==> src/source/wb_pkg.sv <==
// Writeback constants, lane and register types, pipe and opcode enums, request and result structs
package wb_pkg;

	// Lane and register geometry
	localparam int NUM_LANES     = 4;
	localparam int REG_BITS      = 32;
	localparam int BYTES_PER_REG = 4;
	localparam int NUM_PIPES     = 4;
	localparam int NUM_THREADS   = 4;
	localparam int REG_ADDR_BITS = 6;

	// Bits 3..2 pick the lane, bits 1..0 the byte within the word
	localparam int OFFSET_BITS = 4;

	// Lane 0 sits in the least significant word
	typedef logic [NUM_LANES-1:0][REG_BITS-1:0] lane_data_t;
	typedef logic [NUM_LANES-1:0]               lane_mask_t;
	typedef logic [BYTES_PER_REG-1:0]           byte_en_t;
	typedef logic [$clog2(NUM_THREADS)-1:0]     thread_id_t;
	typedef logic [REG_ADDR_BITS-1:0]           reg_addr_t;

	// Doubles as the FIFO index
	typedef enum logic [1:0] {
		PIPE_FP  = 2'd0,
		PIPE_INT = 2'd1,
		PIPE_SPM = 2'd2,
		PIPE_MEM = 2'd3
	} pipe_id_t;

	typedef enum logic [4:0] {
		OP_OTHER,
		OP_MOVEI,
		OP_MOVEI_L,
		OP_MOVEI_H,
		LOAD_8,
		LOAD_16,
		LOAD_32,
		LOAD_8_U,
		LOAD_16_U,
		LOAD_32_U,
		LOAD_V_8,
		LOAD_V_16,
		LOAD_V_32,
		LOAD_V_8_U,
		LOAD_V_16_U,
		LOAD_V_32_U
	} opcode_t;

	// What one execution pipe hands to writeback
	typedef struct packed {
		thread_id_t             thread_id;
		reg_addr_t              destination;
		logic                   has_destination;
		logic                   is_vectorial;
		opcode_t                op_code;
		lane_mask_t             lane_mask;
		lane_data_t             data;
		logic [OFFSET_BITS-1:0] offset;
	} ex_result_t;

	// Write request toward the register files
	typedef struct packed {
		thread_id_t thread_id;
		reg_addr_t  register;
		logic       is_scalar;
		lane_mask_t lane_mask;
		byte_en_t   byte_enable;
		lane_data_t data;
	} wb_result_t;

endpackage

==> src/source/load_result_composer.sv <==
// Load data alignment with byte/half/word selection and zero or sign extension per lane
`timescale 1ns/1ps

module load_result_composer (
	input  wb_pkg::opcode_t                op_code,
	input  logic [wb_pkg::OFFSET_BITS-1:0] offset,
	input  wb_pkg::lane_data_t             raw,
	output wb_pkg::lane_data_t             data
);

	localparam int W = wb_pkg::REG_BITS;

	wb_pkg::lane_data_t byte_u;
	wb_pkg::lane_data_t byte_s;
	wb_pkg::lane_data_t half_u;
	wb_pkg::lane_data_t half_s;
	logic [1:0]         lane_sel;

	// Scalar loads take their word from this lane
	assign lane_sel = offset[3:2];

	for (genvar l = 0; l < wb_pkg::NUM_LANES; l++) begin : g_lane
		logic [7:0]  byte_val;
		logic [15:0] half_val;

		// Byte picked by offset[1:0], half by offset[1]
		assign byte_val = raw[l][8 * offset[1:0] +: 8];
		assign half_val = raw[l][16 * offset[1] +: 16];

		assign byte_u[l] = {{(W - 8){1'b0}}, byte_val};
		assign byte_s[l] = {{(W - 8){byte_val[7]}}, byte_val};
		assign half_u[l] = {{(W - 16){1'b0}}, half_val};
		assign half_s[l] = {{(W - 16){half_val[15]}}, half_val};
	end

	always_comb begin
		data = '0;
		case (op_code)
			// Scalar loads land in lane 0, the rest stay zero
			wb_pkg::LOAD_8:    data[0] = byte_s[lane_sel];
			wb_pkg::LOAD_16:   data[0] = half_s[lane_sel];
			wb_pkg::LOAD_8_U:  data[0] = byte_u[lane_sel];
			wb_pkg::LOAD_16_U: data[0] = half_u[lane_sel];
			wb_pkg::LOAD_32,
			wb_pkg::LOAD_32_U: data[0] = raw[lane_sel];

			// Vector loads extend every lane in place
			wb_pkg::LOAD_V_8:    data = byte_s;
			wb_pkg::LOAD_V_16:   data = half_s;
			wb_pkg::LOAD_V_8_U:  data = byte_u;
			wb_pkg::LOAD_V_16_U: data = half_u;
			wb_pkg::LOAD_V_32,
			wb_pkg::LOAD_V_32_U: data = raw;

			default: data = '0;
		endcase
	end

endmodule

==> config.mk <==
export PLATFORM = sky130hd
export DESIGN_NAME = load_result_composer
export DESIGN_NICKNAME = d
export VERILOG_FILES = /design/src/source/wb_pkg.sv /design/src/source/load_result_composer.sv
export SDC_FILE = /design/constraint.sdc
export NUM_CORES = 1
export LEC_CHECK = 0
export ABC_AREA = 1
export ABC_CLOCK_PERIOD_IN_PS = 3200
export BUFFER_PORTS_ARGS = -buffer_cell sky130_fd_sc_hd__buf_2
export CAP_MARGIN = 0
export CELL_PAD_IN_SITES_DETAIL_PLACEMENT = 1
export CELL_PAD_IN_SITES_GLOBAL_PLACEMENT = 2
export CORE_ASPECT_RATIO = 0.5
export CORE_MARGIN = 8
export CORE_UTILIZATION = 23
export DETAILED_ROUTE_END_ITERATION = 7
export PLACE_DENSITY_LB_ADDON = 0.1
export SKIP_LAST_GASP = 1
export SLEW_MARGIN = 20
export SYNTH_ARGS = -nofsm -noshare
export SYNTH_HDL_FRONTEND = slang
export SYNTH_SLANG_ARGS = --single-unit
==> constraint.sdc <==
create_clock -name vclk -period 3.2
set_input_delay 0.8 -clock vclk [all_inputs]
set_output_delay 0.8 -clock vclk [all_outputs]
set_load 0.01 [all_outputs]
==> flow_summary_export.csv <==
group,metric,value,unit
min_path,hold_path_class,"in2out",
logic_synthesis,syn-num-nets,1355,
setup_path,cp-end-kind,"primary output",
cells_and_area,area_growth,37.4,%
run,cap_violations,0,
floorplan,die_y,126,um
floorplan,fp.dieW,235,um
drt,routed-wl-met2,18200,um
grt,antenna_found_initial,7,
logic_synthesis,synth_cells,1218,
sta,finalCritPeriodShare,0.981,
cells_and_area,flops_and_latches,0,
floorplan,fp.dieArea,29600,um2
floorplan,fp-row-count,40,
grt,grt_pass1_vias,9445,
sta,rsz0062_at_grt,"true",
grt,grt_use_total,0.260,
setup_path,critPathLaunchType,"input port",
sta,relSlewSlack,0.692,
cells_and_area,layout.nets,1593,
min_path,worstHoldEndpoint,"data[71]",
cells_and_area,seqCellArea,0,um2
drt,routedWlPerCell,23.7,um
floorplan,ios,265,
drt,drc_errors,0,
drt,wl_met1,20300,um
placement,io_buffer_count,265,
min_path,min_path_cells,4,
setup_path,crit_fanout,12,
setup_path,worstSetupStartpoint,"offset[1]",
clocking,postCtsHoldBufs,0,
drt,drt-total-wl,42100,um
sta,max_freq,319,MHz
logic_synthesis,avgSynthCellArea,4.54,um2
drt,dr.pass1.iters,5,
placement,placedCellCount,1764,
sta,tightest_slew,0.457,ns
sta,slew_viol_final,0,
drt,viasPerCell,5.35,
cells_and_area,multi_input_area,4630,um2
setup_path,worstPathArrival,2.34,ns
drt,drt_first_iter_violations,721,
drt,top_layer_used,"met4",
drt,dr_wl_met3,3010,um
run_status,status,"complete, no violations",
floorplan,core_area,23800,um2
cells_and_area,layout-drive-gt1-share,0.246,
sta,period_minus_slack,3.14,ns
logic_synthesis,synth_warnings,0,
drt,antenna_left,0,
pwr,leakagePower,0.00471,uW
pwr,p_per_area,146,nW/um2
sta,final-hold-violation-count,0,
placement,gp_congestion,0.942,
grt,grt_max_degree,60,
cells_and_area,nClkBuffers,0,
logic_synthesis,synth_area,5530,um2
sta,fin_tns_setup,0,ns
grt,grt_pass1_wl,60600,um
logic_synthesis,synth.distinct_cells,28,
setup_path,path_class,"in2out",
cells_and_area,instances_no_fill,1775,
setup_path,crit_required,2.40,ns
floorplan,initial_core_util,0.232,
sta,setup_viol,0,
cells_and_area,fillerInstances,3443,
drt,vias,9495,
pwr,ir_drop,0.0000462,V
min_path,hold_start,"raw[71]",
grt,globalRouteOverflowTotal,0,
logic_synthesis,ys_seq_area_frac,0,
placement,dp_hpwl,32300,um
==> layer usage <==
layer / global-route usage / up-vias
met3: 0.0370 / 28
met5: 0 / -
met2: 0.401 / 344
met1: 0.383 / 4682
met4: 0.0411 / 0
li1: - / 4441
==> timing repair <==
action | 4_1_cts | 5_1_grt
resized for setup | 0 | 14
hold endpoints to repair | 0 | 0
buffers inserted | 0 | 0
setup endpoints to repair | 0 | 32
==> how the worst max path moves through the flow <==
stage	depth (start not counted)	slack (ns)	to
floorplan	10	0.54	data[3]
global placement	12	0.03	data[0]
detailed placement	11	0.02	data[21]
CTS	11	0.005	data[21]
global route	13	-0.04	data[15]
finish	10	0.06	data[17]
==> cells by family after synthesis <==
group | after synthesis | share of synthesized area
AOI/OAI and AO/OA | 235 | 0.257
and+or+nand+nor | 764 | 0.567
buffers and inverters | 219 | 0.176
==> per-stage QoR <==
step	utilization	hold WS, ns	setup WS [ns]	power, uW	instance area (um2)
5_1_grt	0.319	1.96	-0.0383	1210	7600
3_3_place_gp	0.313	1.93	0.0339	1060	7450
4_1_cts	0.313	1.93	0.00480	1080	7450
2_1_floorplan	-	1.72	0.541	571	5530
6_report	0.319	1.93	0.0615	1110	7600
3_5_place_dp	0.313	1.93	0.0207	1070	7450
==> worst max-delay path, stage by stage <==
cell	delay, ns
buf_6	0.16
buf_4	0.17
nand2_1	0.07
nand3_1	0.08
nand2_1	0.11
nand2_1	0.09
nand3_2	0.28
nand3_4	0.31
nand3_1	0.10
buf_2	0.15
==> cell type report <==
class,count,area share
multi-input combinational,1002,0.609
timing repair buffer,326,0.275
inverter,126,0.0625
tap,315,0.0518
antenna,6,0.00197
==> synthesized netlist by cell type <==
cell type  instances  area [um2]
inv_1            121         454
nand3_2            3        30.0
o21ai_2            3        26.3
nand2_1          552        2070
o21a_2             2        17.5
inv_2              5        18.8
o221ai_1          25         219
o21a_1             2        15.0
nor2_2             1        6.26
nand2_2            4        25.0
buf_2             54         270
buf_1              7        26.3
o21ai_1           33         165
o21ai_0           84         420
buf_6              9         101
nor2_4             2        22.5
nand3_1          135         676
o211ai_1          36         270
nand2_4            2        22.5
nand4_1           10        62.6
a22oi_1           12        90.1
nand3_4            1        17.5
nor2_1            52         195
clkbuf_1          19        71.3
buf_4              4        30.0
a22oi_2            1        12.5
a21oi_1           37         185
nor3_1             2        10.0
==> report_power, final <==
group          switching [uW]  leakage [uW]  internal (uW)
Clock                       0  0.0000000380       0.000206
Combinational             735       0.00471            376
Sequential                  0             0              0
==> cells in the final DEF (no fill, tap or decap), drive strengths merged <==
cell	count
a21oi	37
a22oi	13
buf	324
clkbuf	2
diode	6
inv	126
nand2	558
nand3	142
nand4	10
nor2	55
nor3	2
o211ai	36
o21a	4
o21ai	120
o221ai	25
Power figures use the tool's default switching activity.
