[src/source/wb_pkg.sv]
// Writeback constants, lane and register types, pipe and opcode enums, request and result structs
package wb_pkg;

	// Lane and register geometry
	localparam int NUM_LANES     = 4;
	localparam int REG_BITS      = 32;
	localparam int BYTES_PER_REG = 4;
	localparam int NUM_PIPES     = 4;
	localparam int NUM_THREADS   = 4;
	localparam int REG_ADDR_BITS = 6;

	// Bits 3..2 pick the lane, bits 1..0 the byte within the word
	localparam int OFFSET_BITS = 4;

	// Lane 0 sits in the least significant word
	typedef logic [NUM_LANES-1:0][REG_BITS-1:0] lane_data_t;
	typedef logic [NUM_LANES-1:0]               lane_mask_t;
	typedef logic [BYTES_PER_REG-1:0]           byte_en_t;
	typedef logic [$clog2(NUM_THREADS)-1:0]     thread_id_t;
	typedef logic [REG_ADDR_BITS-1:0]           reg_addr_t;

	// Doubles as the FIFO index
	typedef enum logic [1:0] {
		PIPE_FP  = 2'd0,
		PIPE_INT = 2'd1,
		PIPE_SPM = 2'd2,
		PIPE_MEM = 2'd3
	} pipe_id_t;

	typedef enum logic [4:0] {
		OP_OTHER,
		OP_MOVEI,
		OP_MOVEI_L,
		OP_MOVEI_H,
		LOAD_8,
		LOAD_16,
		LOAD_32,
		LOAD_8_U,
		LOAD_16_U,
		LOAD_32_U,
		LOAD_V_8,
		LOAD_V_16,
		LOAD_V_32,
		LOAD_V_8_U,
		LOAD_V_16_U,
		LOAD_V_32_U
	} opcode_t;

	// What one execution pipe hands to writeback
	typedef struct packed {
		thread_id_t             thread_id;
		reg_addr_t              destination;
		logic                   has_destination;
		logic                   is_vectorial;
		opcode_t                op_code;
		lane_mask_t             lane_mask;
		lane_data_t             data;
		logic [OFFSET_BITS-1:0] offset;
	} ex_result_t;

	// Write request toward the register files
	typedef struct packed {
		thread_id_t thread_id;
		reg_addr_t  register;
		logic       is_scalar;
		lane_mask_t lane_mask;
		byte_en_t   byte_enable;
		lane_data_t data;
	} wb_result_t;

endpackage

[src/source/wb_request_fifo.sv]
// Per-pipe request FIFO with almost-full credit flag and overflow/underflow assertions
`timescale 1ns/1ps

module wb_request_fifo #(
	parameter int FIFO_DEPTH   = 2 * wb_pkg::NUM_THREADS,
	parameter int FIFO_RESERVE = wb_pkg::NUM_THREADS
) (
	input  logic               clk,
	input  logic               reset,
	input  logic               enq,
	input  wb_pkg::ex_result_t enq_data,
	input  logic               deq,
	output wb_pkg::ex_result_t head,
	output logic               empty,
	output logic               almost_full
);

	localparam int PTR_BITS   = (FIFO_DEPTH > 1) ? $clog2(FIFO_DEPTH) : 1;
	localparam int COUNT_BITS = $clog2(FIFO_DEPTH + 1);

	wb_pkg::ex_result_t    mem [FIFO_DEPTH];
	logic [PTR_BITS-1:0]   rd_ptr;
	logic [PTR_BITS-1:0]   wr_ptr;
	logic [COUNT_BITS-1:0] count;
	logic                  full;

	assign empty = (count == '0);
	assign full  = (count == COUNT_BITS'(FIFO_DEPTH));
	assign head  = mem[rd_ptr];

	// Raised early so results already in flight still fit
	assign almost_full = (count >= COUNT_BITS'(FIFO_DEPTH - FIFO_RESERVE));

	always_ff @(posedge clk) begin
		if (enq) begin
			mem[wr_ptr] <= enq_data;
		end
	end

	always_ff @(posedge clk or posedge reset) begin
		if (reset) begin
			rd_ptr <= '0;
			wr_ptr <= '0;
			count  <= '0;
		end else begin
			if (enq) begin
				wr_ptr <= (wr_ptr == PTR_BITS'(FIFO_DEPTH - 1)) ? '0 : wr_ptr + 1'b1;
			end
			if (deq) begin
				rd_ptr <= (rd_ptr == PTR_BITS'(FIFO_DEPTH - 1)) ? '0 : rd_ptr + 1'b1;
			end
			case ({enq, deq})
				2'b10:   count <= count + 1'b1;
				2'b01:   count <= count - 1'b1;
				default: count <= count;
			endcase
		end
	end

	// The issuer ran past its credit
	overflow_check: assert property (@(posedge clk) disable iff (reset) !(enq && full && !deq))
		else $error("request FIFO overflow");

	underflow_check: assert property (@(posedge clk) disable iff (reset) !(deq && empty))
		else $error("request FIFO dequeued while empty");

endmodule

[config.mk]
export PLATFORM = sky130hd
export DESIGN_NAME = wb_request_fifo
export DESIGN_NICKNAME = d
export VERILOG_FILES = /design/src/source/wb_pkg.sv /design/src/source/wb_request_fifo.sv
export SDC_FILE = /design/constraint.sdc
export NUM_CORES = 1
export LEC_CHECK = 0
export BUFFER_PORTS_ARGS = -buffer_cell sky130_fd_sc_hd__buf_2
export CORE_ASPECT_RATIO = 2
export CORE_UTILIZATION = 30
export DETAILED_ROUTE_END_ITERATION = 7
export PLACE_DENSITY = 0.53
export SLEW_MARGIN = 20
export SYNTH_ARGS = -nofsm -noshare
export SYNTH_HDL_FRONTEND = slang
export SYNTH_SLANG_ARGS = --single-unit
[constraint.sdc]
create_clock -name clk -period 14.5 [get_ports clk]
set_clock_uncertainty 0.1 [all_clocks]
set_input_delay 0 -clock clk [delete_from_list [all_inputs] [get_ports clk]]
set_output_delay 0 -clock clk [all_outputs]
set_load 0.05 [all_outputs]
==> results.sh, run 1 <==
export IMPL_syn_avg_cell_area_um2=25.7
export IMPL_combinationalPowerShare_pct=31.7
export IMPL_p_switching_mw=3.71
export IMPL_cts_sinks=1218
export IMPL_clkPwrFrac_pct=26.7
export IMPL_rsz0062_at_grt="no"
export IMPL_crit_family="buffers and inverters"
export IMPL_p_seq_share_pct=41.6
export IMPL_ys_types=32
export IMPL_crit_cells=6
export IMPL_grt_pass1_vias=23700
export IMPL_cp_cell_sequence="buf_4 -> buf_6 -> buf_4 -> mux4_1 -> mux2_2 -> buf_2"
export IMPL_synth_top_cells_by_area="edfxtp_1 (78%), mux4_2 (8.3%), mux4_1 (7.4%)"
export IMPL_hold_violations=0
export IMPL_ys_flop_type="edfxtp_1"
export IMPL_ant_nets=0
export IMPL_path_common_cell="buf_4"
export IMPL_htreeDepth=3
export IMPL_slew_headroom_pct=29.1
export IMPL_post_cts_setup_buffer_count=0
export IMPL_grtUsageTotal_pct=13.3
export IMPL_setup_viol=0
export IMPL_die_w_um=280
export IMPL_post_dp_cell_area_um2=50400
export IMPL_cts_root_buf="clkbuf_16"
export IMPL_pre_cts_ws_ps=9500
export IMPL_p_leak_nw=18.6
export IMPL_synth_cells=1808
export IMPL_cts_tree="done"
export IMPL_portBuffers=307
export IMPL_status="finished clean"
export IMPL_drive_gt1_share_pct=33.4
export IMPL_synth_nets=1970
export IMPL_vias=21100
export IMPL_crit_fanout=53
export IMPL_stdcell_area_um2=56800
export IMPL_ys_async_sr_fraction_pct=0.821
export IMPL_switching_share_pct=34.1
export IMPL_p_per_area_nw_per_um2=192
export IMPL_reg2reg_to="mem[0][96]"
export IMPL_clkLatencyLatePin_ps=690
export IMPL_slew_viol_final=0
export IMPL_gp_routability_congestion=0.660
export IMPL_die_h_um=559
export IMPL_min_period_ps=5230
export IMPL_crit_arrival_ps=5130
export IMPL_ys_ff_latch=1218
export IMPL_dieArea_um2=157000
export IMPL_final_instance_count_excl_fill=4615
export IMPL_required_ps=14400
export IMPL_crit_path_start="rd_ptr[0]"
export IMPL_start_kind="flop"
export IMPL_core_um2=154000
export IMPL_first_pass_iters=5
export IMPL_syn2layout_area_growth_pct=22.2
export IMPL_max_freq_mhz=191
export IMPL_antenna_found_initial=12
export IMPL_vdd_ir_drop_max_mv=0.146
export IMPL_rrSetupSlack_ps=11160
export IMPL_path_buf_inv=4
export IMPL_grt_overflow_total=0
export IMPL_vias_per_cell=4.57
export IMPL_path_class="flop to output pin"
export IMPL_critPathCaptureType="output pin"
export IMPL_yosysSeqAreaShare_pct=78.6
export IMPL_grt_max_degree=73
export IMPL_synth_edf_count=1208
export IMPL_crit_path_top_delay_cell="buf_4"
export IMPL_r2r_start="wr_ptr[0]"
export IMPL_cts_path_max_buffers=3
export IMPL_finalWorstSetupSlack_ps=9270
export IMPL_fin_nets=2623
export IMPL_reg2reg_depth=4
export IMPL_path_clk_slew_ps=60
export IMPL_core_rowCount=204
export IMPL_holdBufCountCts=281
export IMPL_final_common_cell="edfxtp_1"
export IMPL_hold_path_class="primary input to flop"
export IMPL_grt_pass1_wl_um=152000
export IMPL_worst_slew_pin_slew_ps=1060
export IMPL_netlist_area_um2=46500
export IMPL_synth_largest_area_cell="edfxtp_1"
export IMPL_dp_cells=4132
export IMPL_maxCapViolCount=0
export IMPL_max_stage_delay_ps=840
export IMPL_start_util_pct=30.1
export IMPL_cts_resized=0
export IMPL_final_cell_mix="edfxtp_1 (1208), buf_2 (307), dlygate4sd3_1 (281)"
export IMPL_p_total_mw=10.9
export IMPL_setup_worst_path_end="head[112]"
export IMPL_drc=0
export IMPL_ios=308
export IMPL_yosysWarnings=0
export IMPL_wirelength_um=104000
export IMPL_dp_hpwl_um=56000
export IMPL_drt_iter0_markers=1162
export IMPL_synthDominantCellAreaShare_pct=78.1
export IMPL_fin_setup_tns_ps=0
export IMPL_fin_crit_sh_pct=36.1
export IMPL_cts_buffers=106
export IMPL_wl_per_cell_um=22.6
export IMPL_n_fill_cell=14200
export IMPL_internal_power_mw=7.17
==> worst min path at each step <==
stage	from	to	slack [ps]	cells past startpoint
4_1_cts	enq_data[100]	mem[1][100]	0.02	2
3_5_place_dp	reset	count[3]	-30	2
5_1_grt	enq_data[17]	mem[3][17]	20	2
2_1_floorplan	reset	count[0]	-260	1
3_3_place_gp	reset	count[1]	-10	2
6_report	enq_data[75]	mem[1][75]	60	2
==> metal layers <==
| layer | routed length (um) | track usage [%] | vias up |
|---|---|---|---|
| li1 | - | - | 9213 |
| met1 | 41400 | 15.2 | 11300 |
| met2 | 55600 | 24.7 | 436 |
| met3 | 5090 | 2.77 | 140 |
| met4 | 2210 | 3.74 | 12 |
| met5 | 81 | 0 | - |
==> final cells by class <==
class | instances | area, um2 | share of cell area [%]
diodes | 4 | 10.0 | 0.0176
repair buffers | 631 | 4680 | 8.23
well taps | 2060 | 2580 | 4.54
clock inverters | 69 | 811 | 1.43
inverters | 4 | 15.0 | 0.0264
clock buffers | 129 | 2760 | 4.86
multi-input cells | 500 | 9410 | 16.6
flip-flops and latches | 1218 | 36500 | 64.3
==> stage by stage <==
stage          hold WS, ps  utilization (%)
6_report              57.5             36.8
5_1_grt               23.4             36.8
4_1_cts             0.0195             36.8
3_5_place_dp         -25.5             32.7
3_3_place_gp         -14.7             32.7
2_1_floorplan         -260                -
==> cells by family after synthesis <==
kind of cell    count (synthesis)  synth area share [%]
simple gates                   23                 0.267
xor+xnor                        3                0.0566
buf+inv                        90                  1.27
flops                        1218                  78.6
compound gates                  7                 0.110
mux                           460                  19.5
fa+ha+maj                       7                 0.188
==> flip-flops by register name, summed over array words and instances (netlist names) <==
name,flops
mem,1208
count,4
rd_ptr,3
wr_ptr,3
==> power by group through the flow <==
stage / registers (mW) / clock network (mW) / logic (mW)
after floorplan: 4.61 / 0 / 2.63
after global placement: 4.57 / 0 / 3.45
after detailed placement: 4.61 / 0 / 3.49
after CTS: 4.54 / 2.99 / 3.56
after global routing: 4.57 / 3.10 / 3.67
final: 4.52 / 2.90 / 3.46
==> synth_stat cells, types with 4 or more instances <==
master,n
clkbuf_1,31
nor2_1,7
dfrtp_1,10
mux2_2,156
mux4_2,172
buf_1,16
edfxtp_1,1208
nand2b_1,4
buf_6,28
inv_1,4
ha_1,7
buf_2,8
mux4_1,130
No activity file was read; power rests on OpenSTA's default activity.
==> inputs of run 2 (changes only) <==
PLACE_DENSITY = 0.55   (was 0.53)
clock period = 4.5 ns   (was 14.5 ns; I/O delays follow)
==> run 2 against run 1 <==
Critical path depth fell by 1. Largest power group unchanged. Global-route usage barely moved. Non-clock buffer count rose by 29. Design area rose by 1.1%. Die area did not move. Cell count rose by 0.72%. Largest cell class unchanged.
==> results.sh, run 2 (synthesis gave the netlist of run 1 again) <==
export IMPL_grtUsageTotal_pct=13.3
export IMPL_dieArea_um2=157000
export IMPL_rrSetupSlack_ps=2010
export IMPL_grtUsageMet2_pct=24.9
export IMPL_hold_start="enq_data[5]"
export IMPL_largest_reg_flops=1208
export IMPL_vias_per_cell=4.58
export IMPL_crit_fanout=32
export IMPL_crit_arrival_ps=3350
export IMPL_start_util_pct=30.1
export IMPL_holdPathStages=2
export IMPL_ant_nets=0
export IMPL_clkLatencyLatePin_ps=690
export IMPL_cts_tree="done"
export IMPL_vdd_ir_drop_max_mv=0.414
export IMPL_portBuffers=307
export IMPL_reg2reg_to="mem[6][48]"
export IMPL_first_pass_iters=4
export IMPL_cts_root_buf="clkbuf_16"
export IMPL_grt_use_met3_pct=3.20
export IMPL_final_cell_mix="edfxtp_1 (1208), buf_2 (307), dlygate4sd3_1 (286)"
export IMPL_wirelength_um=104000
export IMPL_drt_iter0_markers=1224
export IMPL_required_ps=4400
export IMPL_p_per_area_nw_per_um2=616
export IMPL_core_um2=154000
export IMPL_slew_headroom_pct=29.4
export IMPL_min_period_ps=3450
export IMPL_max_freq_mhz=290
export IMPL_post_cts_setup_buffer_count=0
export IMPL_grt_use_met1_pct=14.4
export IMPL_wl_per_cell_um=22.4
export IMPL_drive_gt1_share_pct=34.2
export IMPL_cts_sinks=1218
export IMPL_status="finished clean"
export IMPL_maxCapViolCount=0
export IMPL_gp_routability_congestion=0.677
export IMPL_rsz0062_at_grt="no"
export IMPL_dp_hpwl_um=58200
export IMPL_hold_path_class="primary input to flop"
export IMPL_final_instance_count_excl_fill=4648
export IMPL_start_kind="flop"
export IMPL_reg_largest_list="mem: 1208 flops, count: 4 flops"
export IMPL_die_w_um=280
export IMPL_drc=0
export IMPL_fin_setup_tns_ps=0
export IMPL_fin_crit_sh_pct=76.6
export IMPL_path_clk_slew_ps=70
export IMPL_path_class="flop to output pin"
export IMPL_top_register="mem"
export IMPL_worst_slew_pin_slew_ps=1060
export IMPL_grt_busiest_layer="met2"
export IMPL_hold_violations=0
export IMPL_grt_overflow_total=0
export IMPL_antenna_found_initial=10
export IMPL_cts_path_max_buffers=3
export IMPL_syn2layout_area_growth_pct=23.5
export IMPL_vias=21300
export IMPL_cts_buffers=108
export IMPL_cts_resized=0
export IMPL_reg2reg_depth=3
export IMPL_die_h_um=559
export IMPL_fin_nets=2654
export IMPL_htreeDepth=3
export IMPL_slew_viol_final=0
export IMPL_ios=308
export IMPL_critPathCaptureType="output pin"
export IMPL_r2r_start="wr_ptr[1]"
export IMPL_grt_pass1_vias=24100
export IMPL_p_leak_nw=18.9
export IMPL_n_fill_cell=14200
export IMPL_setup_viol=0
export IMPL_dp_cells=4156
export IMPL_final_common_cell="edfxtp_1"
export IMPL_post_route_util_pct=37.2
export IMPL_grt_pass1_wl_um=153000
export IMPL_holdPathEnd="mem[0][5]"
export IMPL_grt_max_degree=80
export IMPL_core_rowCount=204
==> run 2: cell count changes in the layout (fill, tap and decap cells not counted), moves of 3 or more <==
cell,delta
dlygate4sd3_1,+5
inv_6,+3
buf_12,+32
bufinv_16,-4
clkinvlp_4,+4
buf_4,-7
clkbuf_1,-4
==> run 2: worst max-delay path by stage <==
stage	start	to	slack (ps)	cells past startpoint
after floorplan	wr_ptr[2]	mem[3][0]	-660	2
after global routing	rd_ptr[0]	head[134]	800	5
after CTS	rd_ptr[0]	head[134]	860	5
final	rd_ptr[0]	head[134]	1050	5
after global placement	rd_ptr[0]	head[14]	1700	5
after detailed placement	rd_ptr[0]	head[134]	1650	5
==> run 2: final cells by class <==
cell class	instances	area (um2)	share of cell area [%]
antenna	4	10.0	0.0174
clock buffer	127	2800	4.87
clock inverter	75	753	1.31
inverter	4	15.0	0.0262
multi-input combinational	500	9430	16.4
sequential	1218	36500	63.6
tap	2060	2580	4.49
timing repair buffer	660	5300	9.24
==> run 2: metrics by stage <==
step / setup slack, ps / area, um2 / hold slack, ps / power, mW
6_report: 1050 / 57400 / 63.9 / 35.3
5_1_grt: 805 / 57400 / 22.1 / 36.8
4_1_cts: 863 / 57400 / 0.611 / 36.0
3_5_place_dp: 1650 / 51000 / -35.0 / 26.4
3_3_place_gp: 1700 / 51000 / -38.4 / 26.2
2_1_floorplan: -660 / 46500 / -260 / 23.1
==> run 2: per-layer routing <==
layer  up-vias  share of wire [%]
li1       9305                  -
met1     11300                 38
met2       469                 54
met3       166                5.3
met4        12                2.4
met5         -              0.072
==> run 2: power breakdown <==
group / total [mW] / internal, mW / switching [mW]
clock network: 9.27 / 5.16 / 4.11
registers: 14.6 / 14.0 / 0.530
logic: 11.5 / 4.02 / 7.49
total: 35.3 / 23.2 / 12.1
==> run 2: timing repair <==
item	in CTS	in global routing
setup endpoints to repair	0	0
hold buffers	286	0
hold endpoints to repair	1247	0
==> run 2: worst max-delay path, stage by stage (launching register included) <==
cell and delay [ps]:
dfrtp_4 880, buf_12 310, buf_12 300, mux4_1 600
mux2_2 300, buf_2 220
